**config.mk**
```make
export PLATFORM = sky130hd
export DESIGN_NAME = cmd_loopback_top
export DESIGN_NICKNAME = d
export VERILOG_FILES = /design/src/hw/cmd_pkg.sv /design/src/hw/cmd_dispatch.sv /design/src/hw/cc_loopback_sm.sv /design/src/hw/stall_timer.sv /design/src/hw/response_mux.sv /design/src/hw/cmd_loopback_top.sv
export SDC_FILE = /design/constraint.sdc
export NUM_CORES = 1
export LEC_CHECK = 0
export CORE_ASPECT_RATIO = 1.2
export CORE_UTILIZATION = 35
export DETAILED_ROUTE_END_ITERATION = 16
export DONT_BUFFER_PORTS = 1
export PLACE_DENSITY = 0.51
export SLEW_MARGIN = 20
export SYNTH_ARGS = -nofsm -noshare
export SYNTH_HDL_FRONTEND = slang
export SYNTH_SLANG_ARGS = --single-unit
```
**constraint.sdc**
```tcl
create_clock -name clk -period 1.97 [get_ports clk]
set_input_delay 0.0985 -clock clk [delete_from_list [all_inputs] [get_ports clk]]
set_output_delay 0.0985 -clock clk [all_outputs]
set_load 0.01 [all_outputs]
```
**src/hw/cmd_pkg.sv**
```systemverilog
// ~~~~~~~~~~~~~~~~~~~~~~~~~~~~~~~~~~~~~~~~~~~~~~~~~~~~~~~~~~~~~~~~~~~~~~~~~~~
// Command processor shared definitions
// Stream word type, command code constants and the state encodings of
// the dispatcher and the loopback response machine
// ~~~~~~~~~~~~~~~~~~~~~~~~~~~~~~~~~~~~~~~~~~~~~~~~~~~~~~~~~~~~~~~~~~~~~~~~~~~

package cmd_pkg;

	// One word of the command and response streams
	typedef logic [31:0] word_t;

	// Command code that selects the loopback command
	localparam word_t CC_LOOPBACK = 32'h0000_0001;

	// Filler word that closes a response cut short by a receive stall
	localparam word_t PAD_WORD = 32'hA5A5_0000;

	// Loopback response machine
	typedef enum logic [2:0] {
		IDLE      = 3'd0,
		ECHO_CSN  = 3'd1,
		ECHO_CC   = 3'd2,
		ECHO_DATA = 3'd3,
		ECHO_PAD  = 3'd4,
		DONE      = 3'd5
	} loop_state_t;

	// Packet level dispatcher
	typedef enum logic [1:0] {
		GET_CSN = 2'd0,
		GET_CC  = 2'd1,
		RUN     = 2'd2,
		DRAIN   = 2'd3
	} disp_state_t;

endpackage

```
**src/hw/cmd_dispatch.sv**
```systemverilog
// ~~~~~~~~~~~~~~~~~~~~~~~~~~~~~~~~~~~~~~~~~~~~~~~~~~~~~~~~~~~~~~~~~~~~~~~~~~~
// Command dispatcher
// Takes the serial number and code words of each packet, starts the
// loopback machine for the loopback code and drains everything else
// ~~~~~~~~~~~~~~~~~~~~~~~~~~~~~~~~~~~~~~~~~~~~~~~~~~~~~~~~~~~~~~~~~~~~~~~~~~~

`timescale 1ns/10ps

module cmd_dispatch (
	input  logic           clk,
	input  logic           rst_n,
	input  logic           rx_valid,
	input  cmd_pkg::word_t rx_data,
	input  logic           rx_last,
	output logic           rx_ready,
	input  logic           sm_rx_ready,
	input  logic           sm_done,
	input  logic           timeout,
	output logic           run_sm,
	output logic           load_csn,
	output logic           load_cc
);

	cmd_pkg::disp_state_t state;
	cmd_pkg::disp_state_t state_next;
	// Word accepted from the receive stream this cycle
	logic rx_xfer;
	// Stall timeout seen while the loopback machine ran
	logic abort_q;

	// Receive ready ownership
	// Header and drain states take every word, RUN hands over to the echo
	always_comb begin
		case (state)
			cmd_pkg::GET_CSN: rx_ready = 1'b1;
			cmd_pkg::GET_CC:  rx_ready = 1'b1;
			cmd_pkg::RUN:     rx_ready = sm_rx_ready;
			cmd_pkg::DRAIN:   rx_ready = 1'b1;
			default:          rx_ready = 1'b0;
		endcase
	end

	assign rx_xfer = rx_valid && rx_ready;

	// Header capture strobes, one cycle each, on the word's own transfer
	assign load_csn = (state == cmd_pkg::GET_CSN) && rx_xfer;
	assign load_cc  = (state == cmd_pkg::GET_CC) && rx_xfer;

	// Loopback machine runs for the whole RUN state
	assign run_sm = (state == cmd_pkg::RUN);

	always_comb begin
		state_next = state;
		case (state)
			cmd_pkg::GET_CSN: begin
				// A serial word marked last is a broken packet, stay put
				if (rx_xfer && !rx_last)
					state_next = cmd_pkg::GET_CC;
			end
			cmd_pkg::GET_CC: begin
				if (rx_xfer) begin
					// Packet ended at the code word, nothing left to echo
					if (rx_last)
						state_next = cmd_pkg::GET_CSN;
					else if (rx_data == cmd_pkg::CC_LOOPBACK)
						state_next = cmd_pkg::RUN;
					else
						state_next = cmd_pkg::DRAIN;
				end
			end
			cmd_pkg::RUN: begin
				// Aborted echo leaves the tail of the packet behind
				if (sm_done)
					state_next = abort_q ? cmd_pkg::DRAIN : cmd_pkg::GET_CSN;
			end
			cmd_pkg::DRAIN: begin
				if (rx_xfer && rx_last)
					state_next = cmd_pkg::GET_CSN;
			end
			default: state_next = cmd_pkg::GET_CSN;
		endcase
	end

	always_ff @(posedge clk or negedge rst_n) begin
		if (!rst_n)
			state <= cmd_pkg::GET_CSN;
		else
			state <= state_next;
	end

	// Timeout memory
	// Cleared whenever the loopback machine is not running
	always_ff @(posedge clk or negedge rst_n) begin
		if (!rst_n)
			abort_q <= 1'b0;
		else if (!run_sm)
			abort_q <= 1'b0;
		else if (timeout)
			abort_q <= 1'b1;
	end

endmodule

```
**src/hw/cc_loopback_sm.sv**
```systemverilog
// ~~~~~~~~~~~~~~~~~~~~~~~~~~~~~~~~~~~~~~~~~~~~~~~~~~~~~~~~~~~~~~~~~~~~~~~~~~~
// Loopback command response machine
// Sends the serial number and code back, then echoes the received words
// up to the last one, or closes early with a pad word on a stall timeout
// ~~~~~~~~~~~~~~~~~~~~~~~~~~~~~~~~~~~~~~~~~~~~~~~~~~~~~~~~~~~~~~~~~~~~~~~~~~~

`timescale 1ns/10ps

module cc_loopback_sm (
	input  logic clk,
	input  logic rst_n,
	input  logic run_sm,
	input  logic rx_valid,
	input  logic rx_last,
	output logic sm_rx_ready,
	input  logic tx_ready,
	output logic tx_valid,
	output logic tx_last,
	input  logic timeout,
	output logic echo_wait,
	output logic sm_done,
	output logic send_csn,
	output logic send_cmd,
	output logic send_rx_data,
	output logic send_pad
);

	cmd_pkg::loop_state_t state;
	cmd_pkg::loop_state_t state_next;
	// Echo word moves from receive to transmit this cycle
	logic echo_xfer;

	assign echo_xfer = rx_valid && tx_ready;

	always_comb begin
		state_next = state;
		case (state)
			// Dispatcher only enables us with a header already latched
			cmd_pkg::IDLE: state_next = cmd_pkg::ECHO_CSN;
			cmd_pkg::ECHO_CSN: begin
				if (tx_ready)
					state_next = cmd_pkg::ECHO_CC;
			end
			cmd_pkg::ECHO_CC: begin
				if (tx_ready)
					state_next = cmd_pkg::ECHO_DATA;
			end
			cmd_pkg::ECHO_DATA: begin
				// Completed response wins over a stall abort
				if (echo_xfer && rx_last)
					state_next = cmd_pkg::DONE;
				else if (timeout)
					state_next = cmd_pkg::ECHO_PAD;
			end
			cmd_pkg::ECHO_PAD: begin
				if (tx_ready)
					state_next = cmd_pkg::DONE;
			end
			// Single cycle handshake back to the dispatcher
			cmd_pkg::DONE: state_next = cmd_pkg::IDLE;
			default:       state_next = cmd_pkg::IDLE;
		endcase
	end

	// Held in IDLE whenever the dispatcher drops run_sm
	always_ff @(posedge clk or negedge rst_n) begin
		if (!rst_n)
			state <= cmd_pkg::IDLE;
		else if (!run_sm)
			state <= cmd_pkg::IDLE;
		else
			state <= state_next;
	end

	// Transmit word selection, one-hot by state
	assign send_csn     = (state == cmd_pkg::ECHO_CSN);
	assign send_cmd     = (state == cmd_pkg::ECHO_CC);
	assign send_rx_data = (state == cmd_pkg::ECHO_DATA);
	assign send_pad     = (state == cmd_pkg::ECHO_PAD);

	assign sm_done = (state == cmd_pkg::DONE);

	// Header and pad words are always ready to go
	// Echo words follow the receive side valid and last
	assign tx_valid = send_csn || send_cmd || send_pad || (send_rx_data && rx_valid);
	assign tx_last  = send_pad || (send_rx_data && rx_last);

	// Receive side is stalled by transmit back-pressure during the echo
	assign sm_rx_ready = send_rx_data && tx_ready;

	// Starved cycle, counted by the stall timer
	// Back-pressure on tx does not count here
	assign echo_wait = send_rx_data && !rx_valid;

endmodule

```
**src/hw/stall_timer.sv**
```systemverilog
// ~~~~~~~~~~~~~~~~~~~~~~~~~~~~~~~~~~~~~~~~~~~~~~~~~~~~~~~~~~~~~~~~~~~~~~~~~~~
// Echo stall timer
// Counts consecutive starved receive cycles, one timeout pulse at the limit
// ~~~~~~~~~~~~~~~~~~~~~~~~~~~~~~~~~~~~~~~~~~~~~~~~~~~~~~~~~~~~~~~~~~~~~~~~~~~

`timescale 1ns/10ps

module stall_timer #(
	parameter int unsigned TIMEOUT_CYCLES = 16
) (
	input  logic clk,
	input  logic rst_n,
	input  logic echo_wait,
	output logic timeout
);

	// Wide enough to hold the limit itself, where the count saturates
	localparam int unsigned CNT_W = $clog2(TIMEOUT_CYCLES + 1);

	logic [CNT_W-1:0] count;

	// Any cycle with data present restarts the count
	always_ff @(posedge clk or negedge rst_n) begin
		if (!rst_n)
			count <= '0;
		else if (!echo_wait)
			count <= '0;
		else if (count != CNT_W'(TIMEOUT_CYCLES))
			count <= count + 1'b1;
	end

	// Fires on the starved cycle that brings the count to the limit
	// Saturation keeps it from firing again in the same stall
	assign timeout = echo_wait && (count == CNT_W'(TIMEOUT_CYCLES - 1));

endmodule

```
**src/hw/response_mux.sv**
```systemverilog
// ~~~~~~~~~~~~~~~~~~~~~~~~~~~~~~~~~~~~~~~~~~~~~~~~~~~~~~~~~~~~~~~~~~~~~~~~~~~
// Response word multiplexer
// Keeps the serial number and code of the current packet and picks the
// word presented on the transmit stream
// ~~~~~~~~~~~~~~~~~~~~~~~~~~~~~~~~~~~~~~~~~~~~~~~~~~~~~~~~~~~~~~~~~~~~~~~~~~~

`timescale 1ns/10ps

module response_mux (
	input  logic           clk,
	input  logic           rst_n,
	input  cmd_pkg::word_t rx_data,
	input  logic           load_csn,
	input  logic           load_cc,
	input  logic           send_csn,
	input  logic           send_cmd,
	input  logic           send_rx_data,
	input  logic           send_pad,
	output cmd_pkg::word_t tx_data
);

	cmd_pkg::word_t csn_q;
	cmd_pkg::word_t cc_q;

	// Header words, captured on the dispatcher strobes
	always_ff @(posedge clk or negedge rst_n) begin
		if (!rst_n) begin
			csn_q <= '0;
			cc_q  <= '0;
		end else begin
			if (load_csn)
				csn_q <= rx_data;
			if (load_cc)
				cc_q <= rx_data;
		end
	end

	// Selects are one-hot, zero when the machine is idle
	always_comb begin
		tx_data = '0;
		if (send_csn)
			tx_data = csn_q;
		else if (send_cmd)
			tx_data = cc_q;
		else if (send_rx_data)
			tx_data = rx_data;
		else if (send_pad)
			tx_data = cmd_pkg::PAD_WORD;
	end

endmodule

```
**src/hw/cmd_loopback_top.sv**
```systemverilog
// ~~~~~~~~~~~~~~~~~~~~~~~~~~~~~~~~~~~~~~~~~~~~~~~~~~~~~~~~~~~~~~~~~~~~~~~~~~~
// Loopback command processor top level
// Dispatcher, loopback machine, stall timer and response mux
// ~~~~~~~~~~~~~~~~~~~~~~~~~~~~~~~~~~~~~~~~~~~~~~~~~~~~~~~~~~~~~~~~~~~~~~~~~~~

`timescale 1ns/10ps

module cmd_loopback_top #(
	parameter int unsigned TIMEOUT_CYCLES = 16
) (
	input  logic           clk,
	input  logic           rst_n,
	// Command stream in
	input  logic           rx_valid,
	input  cmd_pkg::word_t rx_data,
	input  logic           rx_last,
	output logic           rx_ready,
	// Response stream out
	output logic           tx_valid,
	output cmd_pkg::word_t tx_data,
	output logic           tx_last,
	input  logic           tx_ready
);

	// Dispatcher to loopback machine
	logic run_sm;
	logic sm_done;
	logic sm_rx_ready;
	// Header capture strobes
	logic load_csn;
	logic load_cc;
	// Transmit word selects
	logic send_csn;
	logic send_cmd;
	logic send_rx_data;
	logic send_pad;
	// Stall detection
	logic echo_wait;
	logic timeout;

	cmd_dispatch u_dispatch (
		.clk         (clk),
		.rst_n       (rst_n),
		.rx_valid    (rx_valid),
		.rx_data     (rx_data),
		.rx_last     (rx_last),
		.rx_ready    (rx_ready),
		.sm_rx_ready (sm_rx_ready),
		.sm_done     (sm_done),
		.timeout     (timeout),
		.run_sm      (run_sm),
		.load_csn    (load_csn),
		.load_cc     (load_cc)
	);

	cc_loopback_sm u_loopback (
		.clk          (clk),
		.rst_n        (rst_n),
		.run_sm       (run_sm),
		.rx_valid     (rx_valid),
		.rx_last      (rx_last),
		.sm_rx_ready  (sm_rx_ready),
		.tx_ready     (tx_ready),
		.tx_valid     (tx_valid),
		.tx_last      (tx_last),
		.timeout      (timeout),
		.echo_wait    (echo_wait),
		.sm_done      (sm_done),
		.send_csn     (send_csn),
		.send_cmd     (send_cmd),
		.send_rx_data (send_rx_data),
		.send_pad     (send_pad)
	);

	stall_timer #(
		.TIMEOUT_CYCLES (TIMEOUT_CYCLES)
	) u_stall_timer (
		.clk       (clk),
		.rst_n     (rst_n),
		.echo_wait (echo_wait),
		.timeout   (timeout)
	);

	response_mux u_response_mux (
		.clk          (clk),
		.rst_n        (rst_n),
		.rx_data      (rx_data),
		.load_csn     (load_csn),
		.load_cc      (load_cc),
		.send_csn     (send_csn),
		.send_cmd     (send_cmd),
		.send_rx_data (send_rx_data),
		.send_pad     (send_pad),
		.tx_data      (tx_data)
	);

endmodule

```
* Yosys cells after proc, flatten, opt, wreduce, memory -nomap -nowiden
Cells that the tools add are included.
** Word-level totals
- Bits in writable memories :: 0
- Bits in latches :: 0
- ROM bits :: 0
- Input port bits :: 37
- Register bits after elaboration :: 75
- Memories :: 0
** Operators by class
- Mux-type cells :: 24
- Bitwise logic cells :: 0
- Magnitude comparators :: 0
- Reduce and logical (&&, ||, !) cells :: 23
- Eq/ne operators :: 21
- Multiply operators :: 0
- Div/mod/pow operators :: 0
- $add $sub $neg :: 1
- Shifts and indexed selects :: 0
** Operators with widths (count)
- two-way mux 32 bit :: 4
- == test 32 x 1 -> 1 bit, second input constant :: 1
- two-way mux 3 bit :: 6
- one-hot mux 3 bit (5 select lines) :: 1
- logical AND 1 bit :: 12
- two-way mux 2 bit :: 6
- two-way mux 5 bit :: 2
- inequality test 3 bit, second input constant :: 3
- inequality test 2 bit, second input constant :: 4
- one-hot mux 2 bit (4 select lines) :: 1
- AND reduction 4 bit :: 2
- == test 3 x 2 -> 1 bit, second input constant :: 2
- == test 3 bit, second input constant :: 2
- adder 5 x 1 -> 5 bit, second input constant :: 1
- == test 5 x 4 -> 1 bit, second input constant :: 1
- inequality test 5 bit, second input constant :: 1
- == test 2 bit, second input constant :: 2
- logical OR 1 bit :: 4
- inequality test 2 x 1 -> 1 bit, second input constant :: 2
- inequality test 4 bit, second input constant :: 1
- == test 3 x 1 -> 1 bit, second input constant :: 1
- logical NOT 3 bit :: 1
- two-way mux 1 bit :: 3
- OR reduction 3 bit :: 1
- other kinds (4) :: 5

* Longest topological paths before layout
- Word-level depth :: 7
- Depth in mapped cells :: 7
- Gate-level depth less buffers :: 7

* Modules after synthesis
Synthesis repeated with hierarchy kept, for this count alone.
** Second synthesis, totals
- Cells, all modules :: 371
- Area, all modules :: 4146.5 µm²
** By module, submodules not included
- response_mux :: instances 1, cells each 278, area an instance 3268.1 µm²
- cc_loopback_sm :: instances 1, cells each 35, area an instance 301.5 µm²
- stall_timer :: instances 1, cells each 28, area an instance 300.3 µm²
- cmd_dispatch :: instances 1, cells each 30, area an instance 276.5 µm²

* Worst setup path after synthesis
OpenSTA, ideal clock, no wires.
- Kind :: register to register
- Start :: reg u_stall_timer.count[0]
- End :: reg u_loopback.state[1]
- Slack :: 540 ps
- Arrival :: 1343 ps
- Stages on the path, launching flop included :: 7
- Period minus slack after synthesis :: 1430 ps
- Setup time :: 87 ps
- Cells stage by stage :: dfrtp_1 ha_1 and3_1 ha_1 o21ai_0 o211ai_1 a211oi_2
** On the way
- Cells in the longest elaborated chain, start to end :: 4
** RTL lines
- start: declaration :: RTL line stall_timer.sv:20 : logic [CNT_W-1:0] count;
- start signal: assignment :: RTL line stall_timer.sv:29 : count <= count + 1'b1;
- == test 5 x 4 -> 1 bit :: RTL line stall_timer.sv:34 : assign timeout = echo_wait && (count == CNT_W'(TIMEOUT_CYCLES - 1));
- logical AND 1 bit :: RTL line stall_timer.sv:34
- inequality test 4 bit (no source line)
- AND reduction 4 bit (no source line)
- end signal: assignment :: RTL line cc_loopback_sm.sv:68 : state <= cmd_pkg::IDLE;
- end signal: assignment :: RTL line cc_loopback_sm.sv:70 : state <= cmd_pkg::IDLE;
- end signal: assignment :: RTL line cc_loopback_sm.sv:72 : state <= state_next;
- end: declaration :: RTL line cc_loopback_sm.sv:28 : cmd_pkg::loop_state_t state;
No other way between the ends.
A chain may end at the register's enable or synchronous reset.

* Final worst setup path
- Start :: reg u_loopback.state[1]
- End :: out tx_data[4]
** On the way
- Cells in the longest elaborated chain, start to end :: 4
- Elaborated cells on any way between the ends :: 6
- Classes of those cells :: eq/ne (3); mux (3)
** RTL lines
- == test 3 x 2 -> 1 bit :: RTL line cc_loopback_sm.sv:78 : assign send_rx_data = (state == cmd_pkg::ECHO_DATA);
- two-way mux 32 bit :: RTL line response_mux.sv:45 : else if (send_rx_data)
- two-way mux 32 bit :: RTL line response_mux.sv:43 : else if (send_cmd)
- two-way mux 32 bit * :: RTL line response_mux.sv:41 : if (send_csn)
- end: declaration :: RTL line cmd_loopback_top.sv:20 : output cmd_pkg::word_t tx_data,
Mark *: on every way between the ends. The rest lies on a longest branch, timed or not.

==> reports/qor.yml <==
outcome: "complete, no violations"
yosys_warnings: 0
drt_wl_total_mm: 10.4
slew_violations: 0
cpMostUsedCell: "buf_4"
antenna_found_initial: 0
cp_slowest_cell: "dfrtp_2"
die_h_um: 120
critPathKind: "flip-flop to output port"
area_growth_pct: 23.0
min_period_ns: 1.86
synth_xor_area_frac: 0.00646
synthTopCellsByArea: "dfrtp_1 46%, mux2_2 27%, a22oi_1 5.9%"
grt_max_degree: 76
overflow: 0
avgSynthCellArea_um2: 12.0
cp_cell_sequence: "buf_4, buf_4, mux2_2, a22oi_1, nor2_1"
fp.dieW_um: 100
power.density_mw_per_mm2: 1420
clockBufferDepth: 2
cts.sinks: 75
coreArea_mm2: 0.0112
startpoint_type: "flip-flop"
drv_cap: 0
synth_top_family_by_area: "multiplexers"
rows: 42
setup_ws_ns: 0.112
drc: 0
stdcell_count: 547
die_area_mm2: 0.0121
final-setup-viol-count: 0
yosysUniqueCellTypes: 41
hold_viol: 0
via_count: 2902
dr.pass1.iters: 4
synth_area_mm2: 0.00407
fin_skew_ns: 0.00696
synth_largest_area_cell: "dfrtp_1"
power.internal_w: 0.00486
tns_ns: 0
start_util: 0.363
dp_slack_ns: 0.352
insertedDiodeCount: 0
p_leak_nw: 2.07
cp.buffers_inverters: 2
syn_nets: 378
drt-initial-drc-count: 108
max_freq_mhz: 538
grt_usage: 0.186
max_slew.worst_pin.slew_ns: 0.496
p_switching_w: 0.00221
ys_seq_area_frac: 0.462
layout-drive-gt1-share: 0.384
final_nets: 429
ios: 72
grt_pass1_wl_mm: 16.9
crit_path_max_incr_delay_ns: 0.41
grt_pass1_vias: 3095
cp-end-kind: "output port"
cp.required_ns: 1.87
post-route-period-util: 0.943
clkLatencyLatePin_ns: 0.34
hpwl_mm: 6.48
ir_worst_vdd_uv: 506
cts_tree: "done"
synth_top_area_frac: 0.462
wire_per_inst_um: 19.1
cp.arrival_ns: 1.76
synth_seq_cells: 75
slew_headroom: 0.666
synth_compound_area_frac: 0.103
synth_mux_area_frac: 0.268
h-tree-depth: 3
rsz0062_at_grt: "no"
placed_cells: 492
pwr-share-seq: 0.374
synthCells: 338
antenna_left: 0
ys.flop_type: "dfrtp_1"
cts.clk_slew.worst_paths_ns: 0.06
swShare: 0.312
synthArstFlopShare: 1.00
crit_family: "flip-flops"
worstHoldPathType: "primary input to flip-flop"
synthSimpleGateAreaFrac: 0.0908
vias_per_cell: 5.31
synthAdderAreaFrac: 0.00923
portBuffers: 0
synth_edf_count: 0
clkPwrFrac: 0.242
crit_fanout: 11
clockRootBuffer: "clkbuf_16"
numCtsBuffers: 9
gp_routability_congestion: 0.746
p_comb_frac: 0.384
through the flow:
| step | power (W) | utilization | cell area (µm²) | hold WS (ns) |
|---|---|---|---|---|
| 4_1_cts | 0.00712 | 0.443 | 4960 | 0.0429 |
| 3_5_place_dp | 0.00527 | 0.381 | 4260 | -0.196 |
| 3_3_place_gp | 0.00520 | 0.381 | 4260 | -0.195 |
| 6_report | 0.00707 | 0.447 | 5000 | 0.0473 |
| 2_1_floorplan | 0.00471 | - | 4070 | -0.197 |
| 5_1_grt | 0.00752 | 0.447 | 5000 | 0.0919 |
worst min-delay path: cells and delay by family:
| kind | cells | cell delay (ns) |
|---|---|---|
| AO/OA/AOI/OAI | 2 | 0.15 |
| AND/OR/NAND/NOR | 1 | 0.08 |
cells in the final DEF, fill, tap and decap left out, types with 2 or more instances in the layout:
master	Yosys	final
a21oi_1	6	6
o21ai_0	11	11
clkbuf_16	0	9
buf_12	0	3
nand3_1	3	3
o21ai_1	2	2
buf_4	5	27
o211ai_1	2	2
mux2_2	96	96
a211oi_1	2	2
nand2_1	6	6
nand2b_1	2	2
nor4_1	7	7
clkbuf_8	0	3
xnor2_1	2	2
inv_1	7	7
nor2_1	31	31
dlygate4sd3_1	0	35
and3_1	3	3
nand4_1	2	2
dfrtp_1	75	74
nor3_1	3	3
ha_1	3	3
a22oi_1	32	32
cell families (layout without fill, tap and decap cells):
| logic type | Yosys count | in the layout |
|---|---|---|
| compound gates | 61 | 61 |
| xor+xnor | 3 | 3 |
| fa+ha+maj | 3 | 3 |
| buf+inv | 33 | 88 |
| flops | 75 | 75 |
| mux | 97 | 97 |
| simple gates | 66 | 66 |
power groups by stage:
stage | clock network (W) | logic [W] | registers, W
after floorplan | 0 | 0.00218 | 0.00253
after global placement | 0 | 0.00257 | 0.00264
after detailed placement | 0 | 0.00261 | 0.00267
after CTS | 0.00175 | 0.00273 | 0.00264
after global routing | 0.00181 | 0.00298 | 0.00274
final | 0.00171 | 0.00272 | 0.00265
cell type report:
| class | count | area (µm²) |
|---|---|---|
| Clock inverter | 3 | 46.3 |
| Tap cell | 154 | 193 |
| Timing Repair Buffer | 66 | 641 |
| Clock buffer | 12 | 267 |
| Multi-Input combinational cell | 230 | 1950 |
| Fill cell | 1051 | 6190 |
| Inverter | 7 | 26.3 |
| Sequential cell | 75 | 1880 |
repair_timing:
action,4_1_cts,5_1_grt
setup buffers,0,4
setup endpoints to repair,4,21
hold buffers,36,0
hold endpoints to repair,142,0
pin swaps,0,0
resized for setup,1,0
metal layers:
layer,up-vias,wire length [µm],track usage
met4,0,206,0.0697
met2,62,5000,0.300
met1,1483,4740,0.239
met3,18,470,0.0460
met5,-,0,0
li1,1339,-,-
flip-flops by register name, summed over array words and instances, names as in the netlist:
signal                cells
u_response_mux.cc_q      32
u_response_mux.csn_q     32
u_stall_timer.count       5
u_loopback.state          3
u_dispatch.state          2
u_dispatch.abort_q        1
synthesized netlist by cell type, types with 2 or more instances:
library cell   n
dfrtp_1       75
buf_4          5
nor4_1         7
nand2_1        6
mux2_2        96
clkbuf_1       4
o21ai_0       11
nor2_1        31
nand2b_1       2
and3_1         3
a211oi_1       2
buf_2          3
buf_6         13
a21oi_1        6
a22oi_1       32
ha_1           3
inv_1          7
nor3_1         3
nand3_1        3
nand4_1        2
o211ai_1       2
xnor2_1        2
o21ai_1        2
path summary, 6_finish.rpt:
| check | start | endpoint | slack (ns) | depth (start not counted) |
|---|---|---|---|---|
| max | u_loopback.state[1]$_DFFE_PN0P_ | tx_data[4] | 0.11 | 5 |
| min | rx_last | u_dispatch.state[0]$_DFFE_PN0P_ | 0.05 | 3 |
| max reg2reg | u_stall_timer.count[0]$_DFFE_PN0P_ | u_loopback.state[1]$_DFFE_PN0P_ | 0.37 | 6 |
| min reg2reg | u_response_mux.csn_q[10]$_DFFE_PN0P_ | u_response_mux.csn_q[10]$_DFFE_PN0P_ | 0.50 | 1 |
| max in group asynchronous | rst_n | u_loopback.state[1]$_DFFE_PN0P_ | 1.30 | 2 |
| min in group asynchronous | rst_n | u_response_mux.csn_q[10]$_DFFE_PN0P_ | 0.30 | 2 |
Note: power is estimated with default switching activity, not from simulation.
